File: src/logic/photon_pkg.sv
package photon_pkg;

    //////////////////////////////////////////////////
    // Data widths.
    //////////////////////////////////////////////////
    typedef logic [31:0] photon_count_t;   // Latched photons per frame.
    typedef logic [15:0] lcd_word_t;       // One panel bus word.
    typedef logic [23:0] period_t;         // Simulate period in clocks.
    typedef logic [1:0]  cfg_addr_t;       // Register address.

    // Draw job codes on the sequencer to writer link.
    typedef enum logic [1:0] {
        job_idle  = 2'd0,
        job_fixed = 2'd1,   // Static screen.
        job_count = 2'd2    // Photon total.
    } draw_job_e;

    typedef enum logic [1:0] {
        seq_draw_fixed,     // Fixed screen once after reset.
        seq_wait_frame,
        seq_req_count,
        seq_release         // Wait for ack low.
    } seq_state_e;

    typedef enum logic [1:0] {
        wr_idle,
        wr_low,             // WR strobe low.
        wr_high,            // WR strobe high.
        wr_ack
    } wr_state_e;

    //////////////////////////////////////////////////
    // Defaults and panel codes.
    //////////////////////////////////////////////////
    localparam period_t   default_photon_period = 24'd400;        // 200 kHz at 80 MHz.
    localparam period_t   default_sync_period   = 24'd1_600_000;  // 50 Hz at 80 MHz.
    localparam lcd_word_t default_bg_colour     = 16'h001f;       // Blue, RGB565.
    localparam lcd_word_t lcd_cmd_mem_write     = 16'h002c;
    localparam int        fixed_word_count      = 4;   // Colour words per fixed job.
    localparam int        wr_phase_cycles       = 2;   // Clocks per WR phase.

endpackage

File: src/logic/counter_config.sv
`timescale 1ns/1ps

module counter_config
    import photon_pkg::*;
(
    input  logic      clk_80MHz,
    input  logic      rst_n,
    input  logic      cfg_we,
    input  cfg_addr_t cfg_addr,
    input  lcd_word_t cfg_wdata,
    output lcd_word_t cfg_rdata,
    output lcd_word_t bg_colour,       // To the bus writer.
    output period_t   photon_period,   // To the simulate source.
    output period_t   sync_period
);

    //////////////////////////////////////////////////
    // Write side.
    //////////////////////////////////////////////////
    always_ff @(posedge clk_80MHz or negedge rst_n) begin
        if (!rst_n) begin
            bg_colour     <= default_bg_colour;
            photon_period <= default_photon_period;
            sync_period   <= default_sync_period;
        end else if (cfg_we) begin
            case (cfg_addr)
                2'd0: bg_colour <= cfg_wdata;
                2'd1: photon_period <= {photon_period[23:16], cfg_wdata};  // Low half.
                2'd2: sync_period <= {8'h00, cfg_wdata};  // Upper byte cleared.
                default: begin
                    // Address 3 is read only.
                end
            endcase
        end
    end

    // Readback mux.
    always_comb begin
        case (cfg_addr)
            2'd0:    cfg_rdata = bg_colour;
            2'd1:    cfg_rdata = photon_period[15:0];
            2'd2:    cfg_rdata = sync_period[15:0];
            default: cfg_rdata = {8'h00, sync_period[23:16]};  // Sync upper byte.
        endcase
    end

endmodule

File: src/logic/display_sequencer.sv
`timescale 1ns/1ps

module display_sequencer
    import photon_pkg::*;
(
    input  logic          clk_80MHz,
    input  logic          rst_n,
    input  logic          frame_done,
    input  photon_count_t count_latched,
    output logic          draw_req,
    output draw_job_e     draw_job,     // Stable while draw_req is high.
    output photon_count_t draw_count,
    input  logic          draw_ack
);

    seq_state_e state;
    logic       pending;      // Single waiting frame. Older ones dropped.
    logic       start_count;  // Raise draw_req for a count job.

    assign start_count = (state == seq_wait_frame) && (frame_done || pending);

    always_ff @(posedge clk_80MHz or negedge rst_n) begin
        if (!rst_n) begin
            state    <= seq_draw_fixed;
            draw_req <= 1'b0;
            draw_job <= job_idle;
            pending  <= 1'b0;
        end else begin
            case (state)
                seq_draw_fixed: begin
                    if (!draw_req && !draw_ack) begin
                        draw_req <= 1'b1;              // Static screen once.
                        draw_job <= job_fixed;
                    end else if (draw_req && draw_ack) begin
                        draw_req <= 1'b0;
                        state    <= seq_release;
                    end
                end
                seq_wait_frame: begin
                    if (start_count) begin
                        draw_req <= 1'b1;
                        draw_job <= job_count;
                        pending  <= 1'b0;
                        state    <= seq_req_count;
                    end
                end
                seq_req_count: begin
                    if (draw_ack) begin
                        draw_req <= 1'b0;              // Second phase.
                        state    <= seq_release;
                    end
                end
                default: begin
                    // Writer must drop ack before the next request.
                    if (!draw_ack) begin
                        draw_job <= job_idle;
                        state    <= seq_wait_frame;
                    end
                end
            endcase
            if (frame_done && (state != seq_wait_frame)) begin
                pending <= 1'b1;  // Back-pressure.
            end
        end
    end

    // Count snapshot for the job.
    always_ff @(posedge clk_80MHz) begin
        if (start_count) begin
            draw_count <= count_latched;
        end
    end

endmodule

File: src/logic/ex_signal_sync.sv
`timescale 1ns/1ps

module ex_signal_sync (
    input  logic clk_80MHz,
    input  logic rst_n,
    input  logic sig_in,    // Asynchronous pin.
    output logic sig_edge   // One clock per rising edge.
);

    logic meta_q;     // First stage, may go metastable.
    logic sync_q;     // Second stage, safe to use.
    logic delay_q;    // Previous synced level.

    always_ff @(posedge clk_80MHz or negedge rst_n) begin
        if (!rst_n) begin
            meta_q   <= 1'b0;
            sync_q   <= 1'b0;
            delay_q  <= 1'b0;
            sig_edge <= 1'b0;
        end else begin
            meta_q   <= sig_in;
            sync_q   <= meta_q;
            delay_q  <= sync_q;
            // Low to high on the synced copy.
            sig_edge <= sync_q & ~delay_q;  // Pulse lands 3 clocks after the pin.
        end
    end

endmodule

File: src/logic/lcd_bus_writer.sv
`timescale 1ns/1ps

module lcd_bus_writer
    import photon_pkg::*;
(
    input  logic          clk_80MHz,
    input  logic          rst_n,
    input  logic          draw_req,
    input  draw_job_e     draw_job,
    input  photon_count_t draw_count,
    input  lcd_word_t     bg_colour,
    output logic          draw_ack,
    output logic          LCD_RST,    // Panel reset, active low.
    output logic          BL_CTR,     // Backlight enable.
    output logic          LCD_CS,
    output logic          LCD_RS,     // Low for command, high for data.
    output logic          LCD_WR,     // Panel latches on the rising edge.
    output logic          LCD_RD,
    output lcd_word_t     LCD_DATA
);

    wr_state_e  state;
    logic [2:0] word_idx;      // 0 is the command word.
    logic [1:0] phase_cnt;     // Clocks spent in the current WR phase.
    logic [2:0] last_idx;
    logic [2:0] next_idx;
    lcd_word_t  next_word;
    logic       panel_on;
    logic       phase_end;

    assign phase_end = (phase_cnt == 2'(wr_phase_cycles - 1));

    // Data word selection.
    always_comb begin
        last_idx = (draw_job == job_fixed) ? 3'(fixed_word_count) : 3'd2;
        next_idx = word_idx + 3'd1;
        if (draw_job == job_count) begin
            next_word = (next_idx == 3'd1) ? draw_count[31:16] : draw_count[15:0];
        end else begin
            next_word = bg_colour;  // Fill colour for the fixed screen.
        end
    end

    //////////////////////////////////////////////////
    // Bus cycle FSM.
    //////////////////////////////////////////////////
    always_ff @(posedge clk_80MHz or negedge rst_n) begin
        if (!rst_n) begin
            state     <= wr_idle;
            word_idx  <= '0;
            phase_cnt <= '0;
            draw_ack  <= 1'b0;
            panel_on  <= 1'b0;
            LCD_CS    <= 1'b1;
            LCD_RS    <= 1'b1;
            LCD_WR    <= 1'b1;
            LCD_DATA  <= '0;
        end else begin
            panel_on <= 1'b1;  // Backlight on once out of reset.
            case (state)
                wr_idle: begin
                    if (draw_req) begin
                        LCD_CS    <= 1'b0;              // Held for the whole job.
                        LCD_RS    <= 1'b0;
                        LCD_DATA  <= lcd_cmd_mem_write;
                        LCD_WR    <= 1'b0;
                        word_idx  <= '0;
                        phase_cnt <= '0;
                        state     <= wr_low;
                    end
                end
                wr_low: begin
                    if (phase_end) begin
                        LCD_WR    <= 1'b1;              // Word latched here.
                        phase_cnt <= '0;
                        state     <= wr_high;
                    end else begin
                        phase_cnt <= phase_cnt + 2'd1;
                    end
                end
                wr_high: begin
                    if (word_idx == last_idx) begin
                        draw_ack <= 1'b1;               // 1 clock after the last WR rise.
                        LCD_CS   <= 1'b1;
                        state    <= wr_ack;
                    end else if (phase_end) begin
                        word_idx  <= next_idx;
                        LCD_RS    <= 1'b1;
                        LCD_DATA  <= next_word;
                        LCD_WR    <= 1'b0;
                        phase_cnt <= '0;
                        state     <= wr_low;
                    end else begin
                        phase_cnt <= phase_cnt + 2'd1;
                    end
                end
                default: begin
                    if (!draw_req) begin
                        draw_ack <= 1'b0;               // Close the handshake.
                        state    <= wr_idle;
                    end
                end
            endcase
        end
    end

    assign LCD_RST = panel_on;
    assign BL_CTR  = panel_on;
    assign LCD_RD  = 1'b1;  // Reads are never issued.

endmodule

File: src/logic/photon_counter.sv
`timescale 1ns/1ps

module photon_counter
    import photon_pkg::*;
(
    input  logic          clk_80MHz,
    input  logic          rst_n,
    input  logic          photon_edge,
    input  logic          sync_edge,      // Frame boundary.
    output photon_count_t count_latched,
    output logic          frame_done      // Latched total is valid.
);

    photon_count_t running;    // Photons so far in this frame.
    photon_count_t total;      // Running count with the current edge.

    // Saturate instead of wrapping on a very bright frame.
    always_comb begin
        if (photon_edge && (running != '1)) begin
            total = running + 1'b1;
        end else begin
            total = running;
        end
    end

    always_ff @(posedge clk_80MHz or negedge rst_n) begin
        if (!rst_n) begin
            running    <= '0;
            frame_done <= 1'b0;
        end else begin
            frame_done <= sync_edge;  // One clock behind the edge.
            if (sync_edge) begin
                running <= '0;          // New frame starts empty.
            end else begin
                running <= total;
            end
        end
    end

    // Total of the closing frame with any coincident photon.
    always_ff @(posedge clk_80MHz) begin
        if (sync_edge) begin
            count_latched <= total;
        end
    end

endmodule

File: src/logic/photon_counter_top.sv
`timescale 1ns/1ps

module photon_counter_top
    import photon_pkg::*;
(
    input  logic      clk_80MHz,
    input  logic      rst_n,
    input  logic      photon_pulse,           // Detector pin.
    input  logic      sync_50Hz,              // Frame sync pin.
    input  logic      cfg_we,
    input  cfg_addr_t cfg_addr,
    input  lcd_word_t cfg_wdata,
    output lcd_word_t cfg_rdata,
    output logic      photon_pulse_simulate,
    output logic      sync_50Hz_simulate,
    output logic      LCD_RST,
    output logic      BL_CTR,
    output logic      LCD_CS,
    output logic      LCD_RS,
    output logic      LCD_WR,
    output logic      LCD_RD,
    output lcd_word_t LCD_DATA,
    output logic      busy                    // Draw job in flight.
);

    logic          photon_edge;
    logic          sync_edge;
    logic          frame_done;
    photon_count_t count_latched;
    logic          draw_req;
    logic          draw_ack;
    draw_job_e     draw_job;
    photon_count_t draw_count;
    lcd_word_t     bg_colour;
    period_t       photon_period;
    period_t       sync_period;

    //////////////////////////////////////////////////
    // Input synchronizers and counting.
    //////////////////////////////////////////////////
    ex_signal_sync i_photon_sync (
        .clk_80MHz (clk_80MHz),
        .rst_n     (rst_n),
        .sig_in    (photon_pulse),
        .sig_edge  (photon_edge)
    );

    ex_signal_sync i_frame_sync (
        .clk_80MHz (clk_80MHz),
        .rst_n     (rst_n),
        .sig_in    (sync_50Hz),
        .sig_edge  (sync_edge)
    );

    photon_counter i_photon_counter (
        .clk_80MHz     (clk_80MHz),
        .rst_n         (rst_n),
        .photon_edge   (photon_edge),
        .sync_edge     (sync_edge),
        .count_latched (count_latched),
        .frame_done    (frame_done)
    );

    // Registers and bench stimulus.
    counter_config i_counter_config (
        .clk_80MHz     (clk_80MHz),
        .rst_n         (rst_n),
        .cfg_we        (cfg_we),
        .cfg_addr      (cfg_addr),
        .cfg_wdata     (cfg_wdata),
        .cfg_rdata     (cfg_rdata),
        .bg_colour     (bg_colour),
        .photon_period (photon_period),
        .sync_period   (sync_period)
    );

    sim_source i_sim_source (
        .clk_80MHz             (clk_80MHz),
        .rst_n                 (rst_n),
        .photon_period         (photon_period),
        .sync_period           (sync_period),
        .photon_pulse_simulate (photon_pulse_simulate),
        .sync_50Hz_simulate    (sync_50Hz_simulate)
    );

    //////////////////////////////////////////////////
    // Display path.
    //////////////////////////////////////////////////
    display_sequencer i_display_sequencer (
        .clk_80MHz     (clk_80MHz),
        .rst_n         (rst_n),
        .frame_done    (frame_done),
        .count_latched (count_latched),
        .draw_req      (draw_req),
        .draw_job      (draw_job),
        .draw_count    (draw_count),
        .draw_ack      (draw_ack)
    );

    lcd_bus_writer i_lcd_bus_writer (
        .clk_80MHz  (clk_80MHz),
        .rst_n      (rst_n),
        .draw_req   (draw_req),
        .draw_job   (draw_job),
        .draw_count (draw_count),
        .bg_colour  (bg_colour),
        .draw_ack   (draw_ack),
        .LCD_RST    (LCD_RST),
        .BL_CTR     (BL_CTR),
        .LCD_CS     (LCD_CS),
        .LCD_RS     (LCD_RS),
        .LCD_WR     (LCD_WR),
        .LCD_RD     (LCD_RD),
        .LCD_DATA   (LCD_DATA)
    );

    assign busy = draw_req | draw_ack;  // Covers both handshake phases.

endmodule

File: src/logic/sim_source.sv
`timescale 1ns/1ps

module sim_source
    import photon_pkg::*;
(
    input  logic    clk_80MHz,
    input  logic    rst_n,
    input  period_t photon_period,
    input  period_t sync_period,
    output logic    photon_pulse_simulate,  // Loop back to photon_pulse.
    output logic    sync_50Hz_simulate      // Loop back to sync_50Hz.
);

    period_t    cnt [2];        // Index 0 photon, 1 sync.
    period_t    cur [2];        // Period of the running cycle.
    period_t    req [2];        // Period from the registers.
    logic [1:0] pulse;

    assign req[0] = photon_period;
    assign req[1] = sync_period;

    always_ff @(posedge clk_80MHz or negedge rst_n) begin
        if (!rst_n) begin
            cnt[0] <= '0;
            cnt[1] <= '0;
            cur[0] <= default_photon_period;
            cur[1] <= default_sync_period;
            pulse  <= '0;
        end else begin
            for (int i = 0; i < 2; i++) begin
                if (cnt[i] + 1'b1 >= cur[i]) begin  // Terminal count.
                    cnt[i]   <= '0;
                    cur[i]   <= req[i];             // New period at the wrap only.
                    pulse[i] <= 1'b1;
                end else begin
                    cnt[i]   <= cnt[i] + 1'b1;
                    pulse[i] <= 1'b0;
                end
            end
        end
    end

    assign photon_pulse_simulate = pulse[0];
    assign sync_50Hz_simulate    = pulse[1];

endmodule

File: config.mk
export PLATFORM = sky130hd
export DESIGN_NAME = photon_counter_top
export DESIGN_NICKNAME = d
export VERILOG_FILES = /design/src/logic/photon_pkg.sv /design/src/logic/counter_config.sv /design/src/logic/display_sequencer.sv /design/src/logic/ex_signal_sync.sv /design/src/logic/lcd_bus_writer.sv /design/src/logic/photon_counter.sv /design/src/logic/photon_counter_top.sv /design/src/logic/sim_source.sv
export SDC_FILE = /design/constraint.sdc
export NUM_CORES = 1
export LEC_CHECK = 0
export BUFFER_PORTS_ARGS = -buffer_cell sky130_fd_sc_hd__buf_2
export CAP_MARGIN = 20
export CORE_ASPECT_RATIO = 0.75
export CORE_MARGIN = 2
export CORE_UTILIZATION = 32
export CTS_CLUSTER_DIAMETER = 200
export DETAILED_ROUTE_END_ITERATION = 6
export HOLD_SLACK_MARGIN = 0.03
export PLACE_DENSITY = 0.46
export SKIP_LAST_GASP = 1
export SYNTH_ARGS = -nofsm -noshare
export SYNTH_HDL_FRONTEND = slang
export SYNTH_SLANG_ARGS = --single-unit
File: constraint.sdc
create_clock -name clk_80MHz -period 5.2 [get_ports clk_80MHz]
set_input_delay 0.52 -clock clk_80MHz [delete_from_list [all_inputs] [get_ports clk_80MHz]]
set_output_delay 0.52 -clock clk_80MHz [all_outputs]
set_load 0.05 [all_outputs]
==> flow_summary.json <==
{
  "start_util": 0.3220,
  "nets": 1169,
  "cts_sinks": 271,
  "met3_length_um": 1024,
  "final_layout_size_suffix_gt1_frac": 0.2193,
  "cts_root_buf": "clkbuf_16",
  "grt_pass1_wl_um": 44700,
  "areaGrowthSynthToFinish_pct": 15.73,
  "p_int_mw": 4.358,
  "via_count": 7685,
  "drt_iter0_markers": 376,
  "synth.top_cells.by_count": "dfrtp_1 (183), nor2b_1 (70), nand2_1 (68)",
  "ys_top_cells_by_area": "dfrtp_1 (36%), edfxtp_1 (15%), dfstp_2 (5.0%), mux2_2 (4.9%), ha_1 (4.8%)",
  "min_period_ps": 3829,
  "ys_warn_count": 0,
  "finalWeightedCongestion": 0.7746,
  "fp.dieH_um": 176.1,
  "antenna_cells": 0,
  "grt_pass1_vias": 7932,
  "topRoutingLayerUsed": "met4",
  "clkPwrFrac": 0.354,
  "comb_power_share": 0.213,
  "num_rows": 63,
  "grt_max_degree": 112,
  "yosysMostFrequentCell": "dfrtp_1",
  "dp_hpwl_um": 18970,
  "skew_ps": 12.81,
  "powerDensity_nw_per_um2": 430.3,
  "antenna_found_initial": 0,
  "switchingPower_mw": 1.936,
  "hold_violations": 0,
  "relSlewSlack": 0.2936,
  "rsz0062_at_grt": "no",
  "design_area_um2": 14630,
  "drt_wl_total_um": 27760,
  "crit_top_cell": "ha_1",
  "slew_viol_final": 0,
  "ir_drop_mv": 0.2691,
  "numPortBuffers": 62,
  "setup_viol": 0,
  "syn-cell-area_um2": 12640,
  "syn_inst": 1017,
  "critPathKind": "reg2reg",
  "wl_met1_um": 13970,
  "synthFlopType": "dfrtp_1",
  "clk_pin_slew_ps": 60,
  "htreeDepth": 1,
  "syn_avg_cell_area_um2": 12.43,
  "drv_cap": 0,
  "crit_slowest_cell": "a211o_2",
  "route.detailed.drc": 0,
  "grt_usage": 0.1382,
  "switching_share": 0.3076,
  "via_per_inst": 4.680,
  "crit_path_end_kind": "flop",
  "cp_top_family": "simple AND/OR/NAND/NOR gates",
  "cts_tree": "done",
  "ioPinCount": 64,
  "max_stage_delay_ps": 800,
  "synth_cell_types": 59,
  "insertion_delay_ps": 560,
  "status": "finished, final reports clean",
  "cp_cell_sequence": "ha_1 -> nand3_1 -> nor4_2 -> nand4_1 -> xnor2_1 -> ha_1 -> nand2_1 -> nor4_1 -> a211o_2 -> mux2_4",
  "netlist.area_leader.share": 0.3623,
  "cp-start-kind": "flop",
  "cts_setup_buffers": 0,
  "power_mw": 6.294,
  "fin_crit_sh": 0.7364,
  "cp.required_ps": 5650,
  "overflow": 0,
  "wl_per_cell_um": 16.91,
  "power.leakage_nw": 6.541,
  "power_frac_seq": 0.433,
  "synth-async-reset-ratio": 0.7638,
  "yosysTopAreaCell": "dfrtp_1",
  "die-area_um2": 41120,
  "max_freq_mhz": 261.1,
  "synth-edff-count": 64,
  "hold_path_class": "in2reg",
  "dr_wl_met2_um": 12270,
  "drtAntennaViolNets": 0,
  "firstDrtPassIters": 4,
  "ys_ff_latch": 271,
  "crit_buf_inv": 0,
  "core_area_um2": 39260,
  "tightestPinTransition_ps": 1056,
  "cts_buffer_depth": 3,
  "critPathArrivalTime_ps": 4280,
  "cts_buffers": 30,
  "fin_setup_tns_ps": 0,
  "die_w_um": 233.5,
  "critPathMaxFanout": 38,
  "place_area_um2": 13560,
  "ys_seq_area_frac": 0.5642
}
[power groups by stage]
stage | clock network, mW | logic (mW) | registers, mW
6_report | 2.23 | 1.34 | 2.73
2_1_floorplan | 0 | 0.835 | 2.87
3_3_place_gp | 0 | 1.35 | 2.77
3_5_place_dp | 0 | 1.36 | 2.77
5_1_grt | 2.39 | 1.49 | 2.77
4_1_cts | 2.30 | 1.36 | 2.73
[metal layers]
metal | GRT usage | up-vias
li1 | - | 3744
met1 | 0.2019 | 3818
met2 | 0.2139 | 83
met3 | 0.02681 | 40
met4 | 0.02690 | 0
met5 | 0 | -
[final timing paths]
check	startpoint	end	slack, ps	cells past startpoint
worst max-delay path	i_sim_source.cnt[0]$_DFF_PN0_	i_sim_source.cur[4]$_DFFE_PN0P_	1370	10
worst min register to register	i_frame_sync.meta_q$_DFF_PN0_	i_frame_sync.sync_q$_DFF_PN0_	350	0
min in group asynchronous	rst_n	i_sim_source.cnt[42]$_DFF_PN0_	550	2
worst min-delay path	photon_pulse	i_photon_sync.meta_q$_DFF_PN0_	70	1
max in group asynchronous	rst_n	i_photon_counter.running[26]$_DFF_PN0_	3550	3
worst max register to register	i_sim_source.cnt[0]$_DFF_PN0_	i_sim_source.cur[4]$_DFFE_PN0P_	1370	10
[cells by family (layout without fill, tap and decap cells)]
group,count (synthesis),after routing,synth area share
and+or+nand+nor,299,299,0.1343
DFF,271,271,0.5642
buffers and inverters,84,178,0.02851
AOI/OAI and AO/OA,122,122,0.06108
muxes,122,122,0.1159
other,2,13,0.0005942
xor gates and xnor gates,69,69,0.04781
adders and majority gates,48,48,0.04752
[what timing repair did]
item	4_1_cts	5_1_grt
resized for setup	0	0
setup endpoints to repair	0	0
hold endpoints to repair	34	0
hold buffers	1	0
[registers in the layout, indices dropped and copies added, names as in the netlist, 2 cells and up]
signal                          count
i_counter_config.bg_colour         16
i_lcd_bus_writer.word_idx           3
i_display_sequencer.state           2
i_display_sequencer.draw_job        2
i_sim_source.cnt                   48
i_sim_source.cur                   33
i_display_sequencer.draw_count     32
i_lcd_bus_writer.state              2
i_lcd_bus_writer.phase_cnt          2
i_counter_config.photon_period     16
i_sim_source.pulse                  2
i_counter_config.sync_period       17
i_lcd_bus_writer.LCD_DATA          16
i_photon_counter.count_latched     32
i_photon_counter.running           32
[worst reg2reg max path, stage by stage, from the launching register on]
cell and delay [ps]:
dfrtp_1 430, ha_1 210, nand3_1 240, nor4_2 620, nand4_1 180, xnor2_1 170, ha_1 290, nand2_1 90
nor4_1 310, a211o_2 800, mux2_4 360
[final cells by class]
type,instances,area [µm²]
Clock inverter,9,117.6
Clock buffer,47,925.9
Fill cell,3827,24630
Sequential cell,271,7133
Inverter,52,195.2
Multi-Input combinational cell,673,5202
Tap cell,520,650.6
Timing Repair Buffer,70,402.9
[through the flow]
stage	setup slack (ps)	instances	util	hold WS [ps]
after floorplan	2094	1028	-	224.4
after global placement	1448	1584	0.3454	336.2
after detailed placement	1313	1584	0.3454	337.2
after CTS	1298	1641	0.3723	43.83
after global routing	985.6	1642	0.3726	40.88
final	1371	1642	0.3726	68.85
[cells in the final DEF (no fill, tap or decap), types with 14 or more instances in the layout]
cell type  synthesis  routed
mux2_2            55      55
dfrtp_1          183     182
a22o_1            14      14
inv_1             52      52
edfxtp_1          64      64
dfstp_2           24      24
mux2i_1           35      35
xor2_1            33      33
nand4_1           17      17
a21oi_1           26      26
clkbuf_16          0      31
ha_1              48      48
nand2_1           68      68
nand3_1           30      30
o21ai_0           44      44
mux2_4            30      30
nor2b_1           70      70
xnor2_1           36      36
buf_2              0      61
nor2_1            43      42
Power figures use the tool's default switching activity.
